--- config.mk ---
export PLATFORM = sky130hd
export DESIGN_NAME = relu_combine
export DESIGN_NICKNAME = d
export VERILOG_FILES = /design/src/source/fixed_pkg.sv /design/src/source/relu_combine.sv
export VERILOG_INCLUDE_DIRS = /design/src /design/src/include
export SDC_FILE = /design/constraint.sdc
export NUM_CORES = 1
export LEC_CHECK = 0
export BUFFER_PORTS_ARGS = -buffer_cell sky130_fd_sc_hd__buf_2
export CAP_MARGIN = 10
export CELL_PAD_IN_SITES_DETAIL_PLACEMENT = 1
export CELL_PAD_IN_SITES_GLOBAL_PLACEMENT = 2
export CORE_ASPECT_RATIO = 1.2
export CORE_UTILIZATION = 33
export CTS_BUF_LIST = sky130_fd_sc_hd__clkbuf_2 sky130_fd_sc_hd__clkbuf_4 sky130_fd_sc_hd__clkbuf_8
export CTS_CLUSTER_SIZE = 24
export DETAILED_ROUTE_END_ITERATION = 8
export PLACE_DENSITY = 0.95
export SYNTH_ARGS = -nofsm -noshare
export SYNTH_HDL_FRONTEND = slang
export SYNTH_SLANG_ARGS = --single-unit
export TNS_END_PERCENT = 10
--- constraint.sdc ---
create_clock -name clk -period 9.98 [get_ports clk]
set_clock_uncertainty 0.15 [all_clocks]
set_input_delay 0.499 -clock clk [delete_from_list [all_inputs] [get_ports clk]]
set_output_delay 0.499 -clock clk [all_outputs]
set_load 0.01 [all_outputs]
--- src/include/neuron_cfg.svh ---
`ifndef NEURON_CFG_SVH
`define NEURON_CFG_SVH

// Activations per input vector.
`define NEURON_INPUTS 30

// Q16.16 fixed point.
`define FRAC_BITS 16
`define DATA_WIDTH 32

// Scaled products and lane accumulators.
// Fifteen scaled products per lane stay well inside this width.
`define ACC_WIDTH 56

`endif

--- src/source/fixed_pkg.sv ---
`default_nettype none

`include "neuron_cfg.svh"

package fixed_pkg;

	typedef logic signed [`DATA_WIDTH-1:0] data_t;    // Q16.16 value.
	typedef logic signed [`ACC_WIDTH-1:0] acc_t;
	typedef logic signed [2*`DATA_WIDTH-1:0] prod_t;  // Full-width product.

	localparam data_t DATA_MAX = {1'b0, {(`DATA_WIDTH-1){1'b1}}};
	localparam data_t DATA_MIN = {1'b1, {(`DATA_WIDTH-1){1'b0}}};

	// Q16.16 times Q16.16 back to Q.16, rounding toward minus infinity.
	function automatic acc_t scale_product(data_t a, data_t b);
		prod_t full;
		prod_t shifted;
		full = prod_t'(a) * prod_t'(b);
		shifted = full >>> `FRAC_BITS;
		return shifted[`ACC_WIDTH-1:0];
	endfunction

	// Clamp to the signed data range.
	function automatic data_t saturate(acc_t value);
		if (value > acc_t'(DATA_MAX))
			return DATA_MAX;
		else if (value < acc_t'(DATA_MIN))
			return DATA_MIN;
		else
			return value[`DATA_WIDTH-1:0];
	endfunction

endpackage

`default_nettype wire

--- src/source/relu_combine.sv ---
`timescale 1ns/1ps
`default_nettype none

module relu_combine
(
	input  logic              clk,
	input  logic              reset,
	input  logic              even_valid,
	input  fixed_pkg::acc_t   even_sum,
	input  logic              odd_valid,
	input  fixed_pkg::acc_t   odd_sum,
	output logic              out_valid,
	output fixed_pkg::data_t  out_data
);

	fixed_pkg::acc_t  total;
	fixed_pkg::data_t clamped;
	fixed_pkg::data_t rectified;

	// Both lanes finish on the same edge, so even_valid qualifies the pair.
	always_comb
	begin
		total = even_sum + odd_sum;
		clamped = fixed_pkg::saturate(total);
		if (clamped[$bits(fixed_pkg::data_t)-1])
			rectified = '0;  // Negative sums become zero.
		else
			rectified = clamped;
	end

	always_ff @(posedge clk)
	begin
		if (reset)
			out_valid <= 1'b0;
		else
			out_valid <= even_valid;
	end

	always_ff @(posedge clk)
	begin
		if (even_valid)
			out_data <= rectified;
	end

endmodule

`default_nettype wire

### Word level (Yosys, flattened, before mapping)

Cells that the tools add are included.

| word-level totals | value |
|---|---|
| register bits after elaboration | 33 |
| input bits | 116 |
| logic and storage cells | 8 |
| output and inout bits | 33 |

| operators by class | value |
|---|---|
| add/subtract/negate cells | 1 |
| muxes and demuxes | 2 |
| order comparisons | 2 |

Operators with widths:

| cell | number |
|---|---|
| two-way mux 32 bit | 2 |
| adder 56 bit | 1 |
| > comparator 56 x 32 -> 1 bit, second input constant | 1 |
| less-than comparator 56 x 32 -> 1 bit, second input constant | 1 |

### Logic depth before layout (Yosys ltp)

| logic depth | value |
|---|---|
| word-level depth | 4 |
| gate-level depth with buffers | 13 |
| mapped depth without buffers | 12 |

### Least setup slack after synthesis

No wires, ideal clock.

| path | value |
|---|---|
| kind | in2reg |
| start point | input even_sum[0] |
| end point | register out_data[10], data pin |
| arrival time | 3.553 ns |
| data required time | 9.559 ns |
| path buffers | 1 |
| stages | 13 |
| slack | 6.006 ns |
| cells stage by stage | ha_1 > fa_1 > a211oi_2 > o21ai_1 > a21oi_1 > a21oi_1 > nor2_2 > o41ai_1 > or4_1 > or4_4 > nor4_4 > buf_6 > a31oi_1 |

| on the way | value |
|---|---|
| word-level cells in the longest chain between the ends | 4 |
| elaborated cells between the ends (all ways) | 5 |
| classes of those cells | add/sub: 1; order compare: 2; mux: 2 |

RTL lines:

| what | RTL line | RTL |
|---|---|---|
| from (decl) | relu_combine.sv:9 | `input fixed_pkg::acc_t even_sum,` |
| adder 56 bit * | relu_combine.sv:23 | `total = even_sum + odd_sum;` |
| less-than comparator 56 x 32 -> 1 bit | fixed_pkg.sv:27 | `else if (value < acc_t'(DATA_MIN))` |
| two-way mux 32 bit | fixed_pkg.sv:27 |  |
| two-way mux 32 bit * | fixed_pkg.sv:25 | `if (value > acc_t'(DATA_MAX))` |
| to (signal assigned) | relu_combine.sv:42 | `out_data <= rectified;` |
| to (decl) | relu_combine.sv:13 | `output fixed_pkg::data_t out_data` |

Every way passes the cells marked *; elsewhere a longest branch is shown, timed or not.
A chain may end at the register's enable or synchronous reset.

### Worst setup path in the final report

| path | value |
|---|---|
| start point | input even_sum[0] |
| end point | register out_data[4], data pin |

Same word-level chain as after synthesis.

==> results.ini <==
[clocking]
clk_pin_slew_ps=60
clockBufferDepth=2
postCtsSetupRepairBufs=0
cts_resized=0
cts-root-buf=clkbuf_8
cts_tree=done
numCtsBuffers=5
hold_buffers=0
cts.sinks=32
h-tree-depth=2

[worst_setup_path]
worstPathRequired_ps=9830
worst_setup_path_end_kind=flip-flop
path_class=in -> reg
arrival_ps=4290
critical_path.startpoint_type=input pin
crit_fanout=31

[pwr]
p_leak_nw=2.42
peakVddDrop_mv=0.0512
total_power_mw=0.654
clockPowerShare=0.150
swShare=0.432
p_comb_frac=0.572
seqPwrFrac=0.278
powerDensity_nw_per_um2=110
p_int_mw=0.372
p_sw_mw=0.283

[yosys]
synth-edff-count=31
synth_top_area_frac=0.179
avgSynthCellArea_um2=7.80
ys_top_cells_by_area=edfxtp_1, ha_1, a21oi_1
synth.most_common_cell=a21oi_1
synth.net_count=837
yosys-top-cells-count=a21oi_1, nand2_1, ha_1, a31oi_1, nor4_1
synthArstFlopShare=0
ys.flop_type=edfxtp_1
syn_area_um2=5190
synth_top_area_cell=edfxtp_1
synthCells=665
ys_seq_area_frac=0.183
synth_seq_cells=32
netlist-cell-type-count=64
yosysWarningCount=0

[finish]
diodes=0
drive_gt1_frac=0.229
fin_util=0.394
regArea_um2=951
multi_input_area_um2=3830
layout.nets=943
fillers=1942
area_growth_pct=15.1

[sta]
rsz0062_at_grt=false
setup_viol=0
fin_crit_sh=0.445
finalMaxSlewViolations=0
max_slew_margin=0.313
max_freq_mhz=225
setup_tns_ps=0
finalHoldViolations=0
tightest_slew_ps=1030
finalWorstSetupSlack_ps=5540
period_minus_slack_ps=4440

[placed_design]
portBuffers=146
hpwl_um=14300
dp_slack_ps=5220
place_congestion=0.929

[routing]
routed_wl_um=16800
vias_per_cell=5.67
via_count=5531
route.detailed.drc=0
ant_nets=0
wl_per_cell_um=17.2
drtIter0Drc=224
drtPass1Iterations=7

[floorplan]
core_um2=15100
rows=49
io_pins=149
die_area_um2=16200
die_w_um=116
die_h_um=139
start_util=0.343

[hold_path]
min_path_cells=2
min_from=reset
hold_class=in -> reg
holdPathEnd=out_valid

[job]
cap_violations=0

[status]
status=complete, no violations

[global_route]
grt_pass1_vias=5401
overflow=0
grt_max_degree=33
grt_pass1_wl_um=27100
antenna_found_initial=1
grt_use_total=0.208

power by group through the flow:
stage	Sequential [mW]	Clock, mW	Combinational (mW)
after CTS	0.183	0.101	0.370
after global placement	0.184	0	0.364
after detailed placement	0.185	0	0.368
after floorplan	0.197	0	0.255
after global routing	0.184	0.105	0.416
final	0.182	0.0981	0.374
sequential cells by signal (all words and copies together) (netlist names):
signal / flops
out_valid: 1
out_data: 31
critical path, stage by stage:
cell and delay [ps]:
buf_2 100, ha_1 210, fa_1 440, a211oi_2 230
o21ai_1 160, a21oi_1 350, a21oi_1 210, nor2_2 290
o41ai_1 150, or4_1 490, or4_4 440, nor4_4 200
buf_4 330, a31oi_1 160
worst max path at each step:
stage / end / start / cells past startpoint / slack [ps]
detailed placement: out_data[9] / even_sum[0] / 14 / 5220
floorplan: out_data[10] / even_sum[0] / 13 / 6010
finish: out_data[4] / even_sum[0] / 14 / 5540
global route: out_data[4] / even_sum[0] / 14 / 5340
CTS: out_data[4] / even_sum[0] / 14 / 5500
global placement: out_data[27] / even_sum[0] / 14 / 5290
cell families after synthesis:
logic type	synth area share
AOI/OAI and AO/OA	0.279
and+or+nand+nor	0.242
buffers and inverters	0.0837
adders and majority gates	0.137
xor gates and xnor gates	0.0709
DFF	0.183
muxes	0.00386
other	0.000723
metal layers:
| layer | GRT usage | wire, µm | vias up |
|---|---|---|---|
| met5 | 0 | 13 | - |
| met1 | 0.263 | 7390 | 2580 |
| met2 | 0.367 | 8350 | 150 |
| li1 | - | - | 2771 |
| met3 | 0.0152 | 652 | 28 |
| met4 | 0.0675 | 415 | 2 |
area by class of cell:
class | count | share of cell area
multi-input combinational | 563 | 0.642
sequential | 32 | 0.159
timing repair buffer | 151 | 0.130
tap | 204 | 0.0428
clock buffer | 7 | 0.0140
inverter | 18 | 0.0113
clock inverter | 1 | 0.000838
per-stage QoR:
stage               hold slack, ps  instances  cell area [µm²]
finish                         231        976             5970
global route                   236        976             5970
CTS                            228        975             5950
detailed placement             523        967             5870
global placement               507        967             5870
floorplan                      421        665             5190
cells in the final DEF, fill, tap and decap left out, types with 3 or more instances in the layout:
cell type and n:
nand4_1 24, nand2_1 66, a21oi_1 78, o211ai_1 7, buf_4 4, a2111oi_0 3
a211o_1 3, o21bai_1 7, nor2_1 32, buf_2 146, nor3_1 17, a31oi_1 39
nand3_1 13, nor4_1 36, clkbuf_8 5, ha_1 55, nand3b_1 6, a21o_1 14
xor2_1 23, o22ai_1 4, or4_1 5, nand2b_1 3, o21a_1 7, edfxtp_1 31
a211oi_1 5, o221ai_1 3, o21ai_1 9, a22oi_1 4, nor2b_1 4, o21ai_0 32
xnor2_1 16, o2111ai_1 3, inv_1 18, a221oi_1 4, or3_1 3
Power figures use the tool's default switching activity.
