===== src/include/neuron_cfg.svh =====
`ifndef NEURON_CFG_SVH
`define NEURON_CFG_SVH

// Activations per input vector.
`define NEURON_INPUTS 30

// Q16.16 fixed point.
`define FRAC_BITS 16
`define DATA_WIDTH 32

// Scaled products and lane accumulators.
// Fifteen scaled products per lane stay well inside this width.
`define ACC_WIDTH 56

`endif


===== src/source/fixed_pkg.sv =====
`default_nettype none

`include "neuron_cfg.svh"

package fixed_pkg;

	typedef logic signed [`DATA_WIDTH-1:0] data_t;    // Q16.16 value.
	typedef logic signed [`ACC_WIDTH-1:0] acc_t;
	typedef logic signed [2*`DATA_WIDTH-1:0] prod_t;  // Full-width product.

	localparam data_t DATA_MAX = {1'b0, {(`DATA_WIDTH-1){1'b1}}};
	localparam data_t DATA_MIN = {1'b1, {(`DATA_WIDTH-1){1'b0}}};

	// Q16.16 times Q16.16 back to Q.16, rounding toward minus infinity.
	function automatic acc_t scale_product(data_t a, data_t b);
		prod_t full;
		prod_t shifted;
		full = prod_t'(a) * prod_t'(b);
		shifted = full >>> `FRAC_BITS;
		return shifted[`ACC_WIDTH-1:0];
	endfunction

	// Clamp to the signed data range.
	function automatic data_t saturate(acc_t value);
		if (value > acc_t'(DATA_MAX))
			return DATA_MAX;
		else if (value < acc_t'(DATA_MIN))
			return DATA_MIN;
		else
			return value[`DATA_WIDTH-1:0];
	endfunction

endpackage

`default_nettype wire


===== src/source/mac_lane.sv =====
`timescale 1ns/1ps
`default_nettype none

module mac_lane
(
	input  logic              clk,
	input  logic              reset,
	input  logic              lane_valid,
	input  logic              flush,
	input  fixed_pkg::data_t  lane_data,
	input  fixed_pkg::data_t  lane_weight,
	output logic              partial_valid,
	output fixed_pkg::acc_t   partial_sum
);

	// Stage one.
	logic            stage_valid;
	logic            stage_flush;
	fixed_pkg::acc_t stage_product;

	// Stage two.
	fixed_pkg::acc_t acc;
	fixed_pkg::acc_t total;

	always_ff @(posedge clk)
	begin
		if (reset)
		begin
			stage_valid <= 1'b0;
			stage_flush <= 1'b0;
		end
		else
		begin
			stage_valid <= lane_valid;
			stage_flush <= flush;
		end
	end

	always_ff @(posedge clk)
	begin
		if (lane_valid)
			stage_product <= fixed_pkg::scale_product(lane_data, lane_weight);
	end

	// A flush may arrive with no product behind it.
	always_comb
	begin
		if (stage_valid)
			total = acc + stage_product;
		else
			total = acc;
	end

	always_ff @(posedge clk)
	begin
		if (reset)
		begin
			acc <= '0;
			partial_valid <= 1'b0;
		end
		else
		begin
			partial_valid <= stage_flush;
			if (stage_flush)
				acc <= '0;  // Start of the next vector.
			else
				acc <= total;
		end
	end

	always_ff @(posedge clk)
	begin
		if (stage_flush)
			partial_sum <= total;
	end

endmodule

`default_nettype wire


===== config.mk =====
export PLATFORM = sky130hd
export DESIGN_NAME = mac_lane
export DESIGN_NICKNAME = d
export VERILOG_FILES = /design/src/source/fixed_pkg.sv /design/src/source/mac_lane.sv
export VERILOG_INCLUDE_DIRS = /design/src /design/src/include
export SDC_FILE = /design/constraint.sdc
export NUM_CORES = 2
export LEC_CHECK = 0
export BUFFER_PORTS_ARGS = -buffer_cell sky130_fd_sc_hd__buf_2
export CORE_ASPECT_RATIO = 1.1
export CORE_MARGIN = 2
export CORE_UTILIZATION = 50
export DETAILED_ROUTE_END_ITERATION = 10
export GPL_TIMING_DRIVEN = 0
export PLACE_DENSITY = 0.66
export REMOVE_ABC_BUFFERS = 1
export SETUP_SLACK_MARGIN = 0.15
export SLEW_MARGIN = 20
export SYNTH_ARGS = -nofsm -noshare
export SYNTH_HDL_FRONTEND = slang
export SYNTH_SLANG_ARGS = --single-unit

===== constraint.sdc =====
create_clock -name clk -period 25.3 [get_ports clk]
set_clock_uncertainty 0.2 [all_clocks]
set_input_delay 3.795 -clock clk [delete_from_list [all_inputs] [get_ports clk]]
set_output_delay 3.795 -clock clk [all_outputs]
set_load 0.005 [all_outputs]

Yosys cells after proc, flatten, opt, wreduce, memory -nomap -nowiden
Cells that the tools add are included.
{"block": "totals", "reg_bits": 163, "in_bits": 68, "output_inout_bits": 57, "elab_cells": 10}
{"block": "classes", "addsub": 1, "mul": 1, "muxes": 1, "reduce_logical": 1}
{"operator": "32-bit by 32-bit multiplier with 64-bit output", "count": 1}
{"operator": "56-bit by 48-bit adder with 56-bit output", "count": 1}
{"operator": "56-bit 2-to-1 mux", "count": 1}
{"operator": "2-bit OR reduction", "count": 1}

Depth between registers and ports, before layout
{"block": "depth", "depth_word": 2, "mapped_depth": 30, "mapped_depth_nobuf": 28}

Worst setup path after synthesis
Ideal clock, no wire load.
{"block": "synth_path", "path_type": "input to register", "startpoint": "input lane_weight[2]", "endpoint": "register, netlist name stage_product[47]", "setup_ns": 0.260, "arrival_ns": 11.488, "required_ns": 24.840, "setup_slack_ns": 13.352, "cell_stages": 25, "path_buffers": 1, "path_cell_list": "clkbuf_1 -> nand2_1 -> inv_1 -> fa_1 -> fa_1 -> fa_1 -> inv_1 -> fa_1 -> inv_1 -> fa_1 -> fa_1 -> inv_1 -> fa_1 -> inv_1 -> fa_1 -> ha_1 -> a21oi_1 -> o21ai_0 -> or2_2 -> a2111oi_2 -> nor4b_1 -> or3b_1 -> a21o_1 -> a21oi_1 -> xnor2_1"}
{"block": "synth_between", "elab_chain_cells": 1}
{"element": "start: declaration", "line_no": "mac_lane.sv:11", "rtl": "input fixed_pkg::data_t lane_weight,"}
{"element": "32-bit by 32-bit multiplier with 64-bit output", "line_no": "fixed_pkg.sv:18", "rtl": "full = prod_t'(a) * prod_t'(b);"}
Every way passes these cells.
A chain may end at the register's enable or synchronous reset.

Worst setup path in the final report
{"block": "layout_path", "startpoint": "input lane_weight[5]", "endpoint": "register, netlist name stage_product[47]"}
{"block": "layout_between", "elab_chain_cells": 1}
{"element": "32-bit by 32-bit multiplier with 64-bit output", "line_no": "fixed_pkg.sv:18"}
Every way passes these cells.

==> summary.md <==
| Metric | Value |
|---|---|
| Ys flop type | `edfxtp_1` |
| CP arrival | `around 13 ns` |
| Max cap viols | `0` |
| Clock latency on the worst-skew pair | `0.44 ns` |
| Crit end category | `flip-flop` |
| Post_cts resized | `0` |
| Worst-path clk slew | `about 0.060 ns` |
| RSZ-0062 raised after global routing | `no` |
| Largest net degree at the start of global routing | `50` |
| Core ar. | `between 0.08 and 0.09 mm²` |
| Detail Route Antenna Nets | `0` |
| # Post-CTS Setup Buffers | `0` |
| Netlist Area Pre-Place | `~0.044 mm²` |
| Final setup fails | `0` |
| Asr flop ratio synth | `0%` |
| Die Y | `between 300 and 400 µm` |
| Worst slew margin | `25.55%` |
| Clock Path Buffers | `2` |
| Hold Vio Cnt, Final | `0` |
| Count of different cell masters after synthesis | `73` |
| Nets | `5875` |
| DR WL/cell | `20.14 µm` |
| Proportion of layout cells with a drive suffix above 1 | `5.085%` |
| GRT overflow | `0` |
| Drt pass-1 iters | `5` |
| Gpl congestion | `0.8862` |
| CP Launch Type | `input port` |
| Tcrit/Tclk final | `between 50% and 60%` |
| Antenna violations before repair | `2` |
| Initial Util | `50.34%` |
| Flop2flop setup slack | `21.31 ns` |
| First-pass GRT wire length | `185.3 mm` |
| Post-synth top area cell | `fa_1` |
| Number of CTS-inserted buffers | `17` |
| Chip Width | `287.1 µm` |
| Final min period | `13.10 ns` |
| Min-Delay Path Class | `reg -> reg` |
| Average size of a mapped cell | `9.657 µm²` |
| Die ar. | `just over 0.09 mm²` |
| CTS Sinks | `163` |
| IO buf count | `~120` |
| Num ports | `between 100 and 150` |
| DRC viols | `0` |
| Vias in the first global route | `33.68k` |
| Post-synth EDFFs | `between 100 and 150` |
| Fmax | `0.07631 GHz` |
| Initial DRC count | `1772` |
| Vias per cell | `between 5 and 6` |
| Cell count after synthesis | `4565` |
| Root Driver | `clkbuf_16` |
| Status | `finished, final reports clean` |
| Sequential-to-total area share from yosys stat | `9.763%` |
| Worst EP required | `25.26 ns` |
| Top cell type's share of synthesized area | `49.13%` |
| Tot GR Track Use | `26.49%` |
| P&R area growth vs syn | `4.274%` |
| Hold-fix buffers at CTS | `0` |
| Final WL | `114.1 mm` |
| CTS tree | `done` |
| CP Max Fanout | `32` |
| Num rows | `114` |
| Vias post-DR | `30.64k` |
| Setup Crit Path Kind | `in -> reg` |
| Fill count | `7999` |
| Setup_tns | `0 ns` |
| H-tree depth | `4` |
| Top post-synthesis cells by area | `fa_1 (49%), inv_1 (8.3%), and2_1 (7.7%)` |
| Least-Margin Pin Slew | `1.115 ns` |
| Synthesis-stage register bit count | `about 160` |
| Yosys warns | `0` |
| Fin. max-slew vios | `0` |
| Hpwl dp | `slightly below 90 mm` |
-- final timing paths --
path,start,to,depth (start not counted)
min reg2reg,acc[55],acc[55],2
min,acc[55],acc[55],2
max,lane_weight[5],stage_product[47],27
max reg2reg,stage_product[0],partial_sum[44],13
-- cells in the final DEF, fill, tap and decap left out, drive strengths merged, types with 71 or more instances in the layout --
cell type / count
nand2: 604
fa: 1082
buf: 127
nor2: 90
ha: 235
and2: 543
a21oi: 130
edfxtp: 104
xnor2: 71
inv: 986
-- cells in the mapped netlist, types with 19 or more instances --
cell and number:
a21o_1 46, a21oi_1 129, and2_1 543, clkbuf_1 216, dfxtp_1 59, edfxtp_1 104, fa_1 1082, ha_1 235
inv_1 980, mux2_2 44, nand2_1 604, nand2b_1 24, nand3_1 22, nand4_1 20, nor2_1 90, nor2b_1 19
o21ai_0 55, xnor2_1 71, xor2_1 35
-- kinds of logic after synthesis --
logic type      synth area share [%]
flops                          9.763
simple gates                   15.43
mux                            1.294
fa+ha+maj                      55.80
compound gates                 5.364
buf+inv                        10.24
xor+xnor                       2.106
-- cell type report --
class	count	area (µm²)	share of cell area [%]
timing repair buffer	127	690.7	1.502
inverter	980	3679	8.002
clock buffer	18	429.2	0.9336
antenna	1	2.502	0.005444
multi-input combinational	3201	35280	76.74
tap	1160	1451	3.157
sequential	163	4312	9.379
clock inverter	14	128.9	0.2803
-- critical path, stage by stage --
cell and delay (ns):
buf_2 0.67, nand2_1 0.28, inv_1 0.16, fa_1 0.40, inv_1 0.29, fa_1 0.47, inv_1 0.24, fa_1 0.52
inv_1 0.10, fa_1 0.60, inv_1 0.64, fa_1 0.57, fa_1 0.55, inv_1 0.05, fa_1 0.47, inv_1 0.05
fa_1 0.45, ha_1 0.35, a21oi_1 0.20, o21ai_0 0.15, or2_2 0.32, a2111oi_2 0.62, nor4b_1 0.13, or3b_1 0.43
a21o_1 0.21, a21oi_1 0.17, xnor2_1 0.13
-- layer usage --
layer  part of all wire (%)  up-vias  track usage [%]
li1                       -    13410                -
met3                    6.8      205            4.156
met4                    2.7        2            6.937
met2                     49     1089            45.09
met1                     42    15930            35.50
met5                 0.0096        -                0
-- through the flow --
stage,setup slack (ns),utilization (%),cells,hold WS (ns),instance area [µm²]
4_1_cts,12.20,52.48,5663,0.2972,45960
6_report,12.20,52.49,5664,0.2954,45970
3_5_place_dp,11.73,51.85,5631,0.2890,45410
5_1_grt,11.71,52.49,5663,0.3226,45970
2_1_floorplan,13.58,-,4344,0.2541,43250
3_3_place_gp,11.56,51.75,5628,0.2635,45320
-- sequential cells by signal, indices dropped and copies added, names as in the netlist --
name / count
stage_product: 48
stage_valid: 1
acc: 56
partial_valid: 1
partial_sum: 56
stage_flush: 1
Power is left out: the tool's default activity adds up to more than one toggle a clock period on the data nets, which glitch-free logic cannot reach.
