**src/include/neuron_cfg.svh**
```systemverilog
`ifndef NEURON_CFG_SVH
`define NEURON_CFG_SVH

// Activations per input vector.
`define NEURON_INPUTS 30

// Q16.16 fixed point.
`define FRAC_BITS 16
`define DATA_WIDTH 32

// Scaled products and lane accumulators.
// Fifteen scaled products per lane stay well inside this width.
`define ACC_WIDTH 56

`endif

```
**src/source/fixed_pkg.sv**
```systemverilog
`default_nettype none

`include "neuron_cfg.svh"

package fixed_pkg;

	typedef logic signed [`DATA_WIDTH-1:0] data_t;    // Q16.16 value.
	typedef logic signed [`ACC_WIDTH-1:0] acc_t;
	typedef logic signed [2*`DATA_WIDTH-1:0] prod_t;  // Full-width product.

	localparam data_t DATA_MAX = {1'b0, {(`DATA_WIDTH-1){1'b1}}};
	localparam data_t DATA_MIN = {1'b1, {(`DATA_WIDTH-1){1'b0}}};

	// Q16.16 times Q16.16 back to Q.16, rounding toward minus infinity.
	function automatic acc_t scale_product(data_t a, data_t b);
		prod_t full;
		prod_t shifted;
		full = prod_t'(a) * prod_t'(b);
		shifted = full >>> `FRAC_BITS;
		return shifted[`ACC_WIDTH-1:0];
	endfunction

	// Clamp to the signed data range.
	function automatic data_t saturate(acc_t value);
		if (value > acc_t'(DATA_MAX))
			return DATA_MAX;
		else if (value < acc_t'(DATA_MIN))
			return DATA_MIN;
		else
			return value[`DATA_WIDTH-1:0];
	endfunction

endpackage

`default_nettype wire

```
**src/source/neuron_pkg.sv**
```systemverilog
`default_nettype none

`include "neuron_cfg.svh"

package neuron_pkg;

	typedef logic [$clog2(`NEURON_INPUTS)-1:0] index_t;

	// Lane chosen by the low bit of the index.
	typedef enum logic
	{
		LANE_EVEN = 1'b0,
		LANE_ODD = 1'b1
	} lane_t;

	localparam index_t LAST_INDEX = index_t'(`NEURON_INPUTS - 1);

	// Constant Q16.16 weights, one per input position.
	localparam fixed_pkg::data_t WEIGHT_TABLE [`NEURON_INPUTS] = '{
		32'h0000_C000, 32'hFFFF_6000, 32'h0001_2000, 32'hFFFF_E000, 32'h0000_4000,
		32'hFFFE_C000, 32'h0000_9999, 32'hFFFF_3333, 32'h0001_8000, 32'hFFFF_A000,
		32'h0000_2000, 32'hFFFF_0000, 32'h0000_E000, 32'hFFFF_C000, 32'h0000_6666,
		32'hFFFE_8000, 32'h0001_0000, 32'hFFFF_8CCD, 32'h0000_3333, 32'hFFFF_D000,
		32'h0000_A000, 32'hFFFF_4000, 32'h0002_0000, 32'hFFFF_F000, 32'h0000_5000,
		32'hFFFF_2000, 32'h0000_1000, 32'hFFFF_9000, 32'h0000_8000, 32'hFFFF_B000
	};

	function automatic fixed_pkg::data_t weight_of(index_t index);
		if (index > LAST_INDEX)
			return '0;  // Unused codes.
		else
			return WEIGHT_TABLE[index];
	endfunction

endpackage

`default_nettype wire

```
**src/source/input_steer.sv**
```systemverilog
`timescale 1ns/1ps
`default_nettype none

module input_steer
(
	input  logic              clk,
	input  logic              reset,
	input  logic              in_valid,
	input  fixed_pkg::data_t  in_data,
	output logic              even_valid,
	output logic              odd_valid,
	output fixed_pkg::data_t  lane_data,
	output fixed_pkg::data_t  lane_weight,
	output logic              flush
);

	logic               sample_valid;
	fixed_pkg::data_t   sample_data;
	neuron_pkg::index_t index;        // Position of the sampled activation.
	neuron_pkg::lane_t  lane;
	logic               last;

	// Input sample register.
	always_ff @(posedge clk)
	begin
		if (reset)
			sample_valid <= 1'b0;
		else
			sample_valid <= in_valid;
	end

	always_ff @(posedge clk)
	begin
		if (in_valid)
			sample_data <= in_data;
	end

	assign last = (index == neuron_pkg::LAST_INDEX);

	// Advance once the sampled activation has gone out to a lane.
	always_ff @(posedge clk)
	begin
		if (reset)
			index <= '0;
		else if (sample_valid)
		begin
			if (last)
				index <= '0;  // Next vector.
			else
				index <= index + 1'b1;
		end
	end

	assign lane = neuron_pkg::lane_t'(index[0]);

	always_comb
	begin
		even_valid = sample_valid && (lane == neuron_pkg::LANE_EVEN);
		odd_valid = sample_valid && (lane == neuron_pkg::LANE_ODD);
		lane_data = sample_data;
		lane_weight = neuron_pkg::weight_of(index);
		flush = sample_valid && last;  // Goes to both lanes.
	end

endmodule

`default_nettype wire

```
**config.mk**
```make
export PLATFORM = sky130hd
export DESIGN_NAME = input_steer
export DESIGN_NICKNAME = d
export VERILOG_FILES = /design/src/source/fixed_pkg.sv /design/src/source/neuron_pkg.sv /design/src/source/input_steer.sv
export VERILOG_INCLUDE_DIRS = /design/src /design/src/include
export SDC_FILE = /design/constraint.sdc
export NUM_CORES = 1
export LEC_CHECK = 0
export BUFFER_PORTS_ARGS = -buffer_cell sky130_fd_sc_hd__buf_2
export CAP_MARGIN = 20
export CORE_UTILIZATION = 45
export DETAILED_ROUTE_END_ITERATION = 8
export GPL_TIMING_DRIVEN = 1
export MAX_ROUTING_LAYER = met4
export PLACE_DENSITY = 0.77
export SYNTH_ARGS = -nofsm -noshare
export SYNTH_HDL_FRONTEND = slang
export SYNTH_SLANG_ARGS = --single-unit
```
**constraint.sdc**
```tcl
create_clock -name clk -period 2.8 [get_ports clk]
set_clock_uncertainty 0.1 [all_clocks]
set_input_delay 0.56 -clock clk [delete_from_list [all_inputs] [get_ports clk]]
set_output_delay 0.56 -clock clk [all_outputs]
set_load 0.02 [all_outputs]
```
* Word level (Yosys, flattened, before mapping)
Memories as Yosys holds them, arrays and structs flattened.
Cells that the tools add are included.
** Cells by class
- Add/sub/neg operators :: 1
- Magnitude comparators :: 2
- Equality and inequality tests :: 1
- Muxes and demuxes :: 4
- Bitwise operators :: 2
- Reductions and logical operators :: 3
** Operator list (count)
- $mux 32 :: 3
- $ge 6x6->1 const B :: 1
- $not 5->6 :: 1
- $add 5x1->5 const B :: 1
- $eq 5x5->1 const B :: 1
- $gt 5x5->1 const B :: 1
- $mux 5 :: 1
- $logic_and 1x1->1 :: 3
- $not 1->1 :: 1
** Storage, ports and cells
- Register bits :: 38
- ROM bits :: 1024
- Bits of input ports :: 35
- Word-level logic and storage cells :: 17
- Memories kept :: 1
** Memories
- (no name shown) :: depth 32, width 32, rd ports 1, clocked after Yosys merged registers in 0, write ports 0, line neuron_pkg.sv:32 : return WEIGHT_TABLE[index];

* Depth between registers and ports, before layout
- Depth in word-level cells :: 5
- Gate-level depth with buffers :: 6
- Gate-level depth less buffers :: 6

* Worst setup path before layout
Ideal clock, no wire load.
- Kind :: flip-flop to output port
- Start point :: reg index[1]
- End point :: out lane_weight[19]
- Arrival time :: 1.989 ns
- Data required time :: 2.140 ns
- Setup slack :: 0.151 ns
- Stages on the path, launching flop included :: 7
- Buffers on the path :: 2
- Cells stage by stage :: dfxtp_1 clkbuf_1 inv_1 ha_1 nor4_2 nor2_1 buf_4
** Between the ends
- Word-level cells in the longest chain between the ends :: 5
- Elaborated cells between the ends (all ways) :: 6
- Those cells by class :: order compare (1); mux (3); bitwise (1); memory (1)
** Ends and longest elaborated chain
- start: declaration :: line input_steer.sv:19 : neuron_pkg::index_t index;
- start signal: assignment :: line input_steer.sv:50 : index <= index + 1'b1;
- $not 5->6 (implied by the code) :: line neuron_pkg.sv:32
- $mem_v2 32x32
- $mux 32 (implied by the code) (2 in series) :: line neuron_pkg.sv:32
- $mux 32 * :: line neuron_pkg.sv:29 : if (index > LAST_INDEX)
- end: declaration :: line input_steer.sv:13 : output fixed_pkg::data_t lane_weight,
Mark *: on every way between the ends. The rest lies on a longest branch, timed or not. The select of a mux whose other input is x is not followed.

* Worst setup path after layout
- Start point :: reg index[0]
- End point :: out lane_weight[13]
Same word-level chain as after synthesis.

==> results.md <==
- Port bufs: 101
- Gpl congestion: 0.8059
- Slew Viols, Final: 0
- Syn Nets: 203
- Initial Util: 0.4819
- Leakage power: 1.171 nW
- Antenna Cells: 0
- Fin cells: 297
- Fmax achieved: 376.8 MHz
- Clk_lat worst skew: 0.28 ns
- CTS Buffer Depth: 2
- Die width: 68.16 um
- First-pass GRT wire length: 6.285 mm
- Initial antenna violation count: 0
- PD cells: 567.6 mW/mm2
- Layout area overhead: 28.84%
- Root Buffer Master: clkbuf_8
- Final worst-path cycle share: 0.9479
- Grt ovf: 0
- Number of iterations in the first detailed-routing pass: 4
- Power, Total: 1.440 mW
- Max transition margin: 0.5182
- Synth Instances: 158
- Outcome: finished clean
- Final ANT Viol Nets: 0
- Peak VDD IR: 0.0004760 V
- RSZ-0062 raised after global routing: no
- Post-synthesis area per instance: 12.46 um2
- GRT Total Usage: 0.1927
- Seq/Total Area, Yosys: 0.5489
- Layout cells sized above 1: 0.5142
- CP Launch Type: register
- Fin worst setup slack: 0.1460 ns
- Final HPWL DP: 3.261 mm
- Setup Slack @ Placement: 0.3697 ns
- Endpoints failing hold: 0
- Clk slew on worst S/H paths: 0.07 ns
- Fraction of registers with async set/reset: 0
- Placed instance area: 0.002397 mm2
- FF-to-FF setup slack: 1.34 ns
- Ports: 102
- CP Capture Type: output port
- Crit path time final: 2.654 ns
- CORE AREA: 0.004086 mm2
- Final instance area: 0.002537 mm2
- Vias in the first global route: 1,325
- Largest net degree at the start of global routing: 34
- # clock sinks: 38
- Critical Path RT: 2.14 ns
- Worst-path fanout max: 15
- Ys flop type: edfxtp_1
- Ys Warns: 0
- Placed Cells: 289
- DIE AREA: 0.004645 mm2
- DR WL/cell: 14.34 um
- Max Cap Violations: 0
- DRC: 0
- Total Neg Setup Slack: 0 ns
- DRT iter0 DRCs: 89
- Mapped Area: 0.001969 mm2
- Hold crit path type: in -> reg
- Routed vias: 1,447
- Yosys reg bits: 38
- WL final: 4.258 mm
- CTS Buf Count: 5
- Via density: 4.872
- Nets@finish: 291
- Hold Slack: 0.3466 ns
- Critical path class: reg -> out
- # H-tree levels: 2
- Core Util, Final: 0.6209
- Netlist cell types: 45
- CTS tree: yes
- Worst-Margin Slew: 0.7227 ns
- Die Height: 68.16 um
- Final Setup Violations: 0
- FP Rows: 23
- Post-synth EDFFs: 32
- CP Data Arrival Time: 1.99 ns
==> registers in the layout, summed over array words and instances (netlist names) <==
name	count
lane_data	32
index	5
sample_valid	1
==> final timing paths <==
path	startpoint	to	depth (start not counted)
min reg2reg	sample_valid$_SDFF_PP0_	index[1]$_SDFFE_PP0P_	2
max reg2reg	index[0]$_SDFFE_PP0P_	index[2]$_SDFFE_PP0P_	6
max	index[0]$_SDFFE_PP0P_	lane_weight[13]	6
min	in_data[13]	lane_data[13]$_DFFE_PP_	1
==> critical path, stage by stage (launching register included) <==
cell and delay (ns):
dfxtp_1 0.33, buf_4 0.20, ha_2 0.30, inv_2 0.04, mux4_1 0.49, o32ai_1 0.13
buf_2 0.21
==> synthesized netlist by cell type, drive strengths merged, types with 3 or more instances <==
| cell type | n | share of area |
|---|---|---|
| nand2 | 5 | 0.0095 |
| ha | 10 | 0.064 |
| a21oi | 4 | 0.010 |
| nor2b | 6 | 0.019 |
| edfxtp | 32 | 0.49 |
| inv | 7 | 0.013 |
| nand2b | 4 | 0.013 |
| dfxtp | 6 | 0.061 |
| buf | 27 | 0.10 |
| mux2i | 4 | 0.020 |
| nor2 | 10 | 0.019 |
| mux2 | 3 | 0.017 |
==> cell usage in the layout (no fill, tap or decap), drive strengths merged, types with 2 or more instances in the layout <==
| cell type | instances |
|---|---|
| mux2i | 4 |
| clkbuf | 5 |
| nand3 | 2 |
| and2 | 2 |
| buf | 110 |
| mux2 | 3 |
| inv | 7 |
| ha | 10 |
| nand2 | 5 |
| or2b | 2 |
| a21oi | 4 |
| o32ai | 2 |
| nor2b | 6 |
| nor2 | 10 |
| o21ai | 2 |
| and3 | 2 |
| nand4 | 2 |
| o31ai | 2 |
| xnor2 | 2 |
| edfxtp | 32 |
| nand2b | 4 |
| bufinv | 2 |
| dfxtp | 6 |
==> routing by layer <==
metal,vias up,wire length (um),part of all wire,global-route usage
li1,721,-,-,-
met1,673,1772,0.42,0.2317
met2,47,2175,0.51,0.3162
met3,6,246,0.058,0.05000
met4,0,63,0.015,0.05729
met5,-,0,0,-
==> area by class of cell <==
type | instances | area [um2]
Clock buffer | 5 | 68.82
Clock inverter | 3 | 63.81
Fill cell | 361 | 1549
Inverter | 7 | 26.28
Multi-Input combinational cell | 84 | 661.9
Sequential cell | 38 | 1081
Tap cell | 50 | 62.56
Timing Repair Buffer | 110 | 573.1
==> where the power goes <==
part	internal [mW]	total, mW	switching [mW]
Clock	0.352	0.533	0.180
Combinational	0.0846	0.239	0.155
Sequential	0.657	0.668	0.0113
==> logic make-up after synthesis <==
| logic type | count (synthesis) | synth area share |
|---|---|---|
| AOI/OAI and AO/OA | 23 | 0.09023 |
| buffers and inverters | 36 | 0.1188 |
| and+or+nand+nor | 40 | 0.1144 |
| adders and majority gates | 10 | 0.06353 |
| xor gates and xnor gates | 3 | 0.01334 |
| DFF | 38 | 0.5489 |
| muxes | 8 | 0.05083 |
==> repair_timing <==
item	4_1_cts	5_1_grt
endpoints found under the setup margin	0	15
setup buffers	0	0
gates resized for setup	0	3
hold buffers	0	0
No activity file was read; power rests on OpenSTA's default activity.
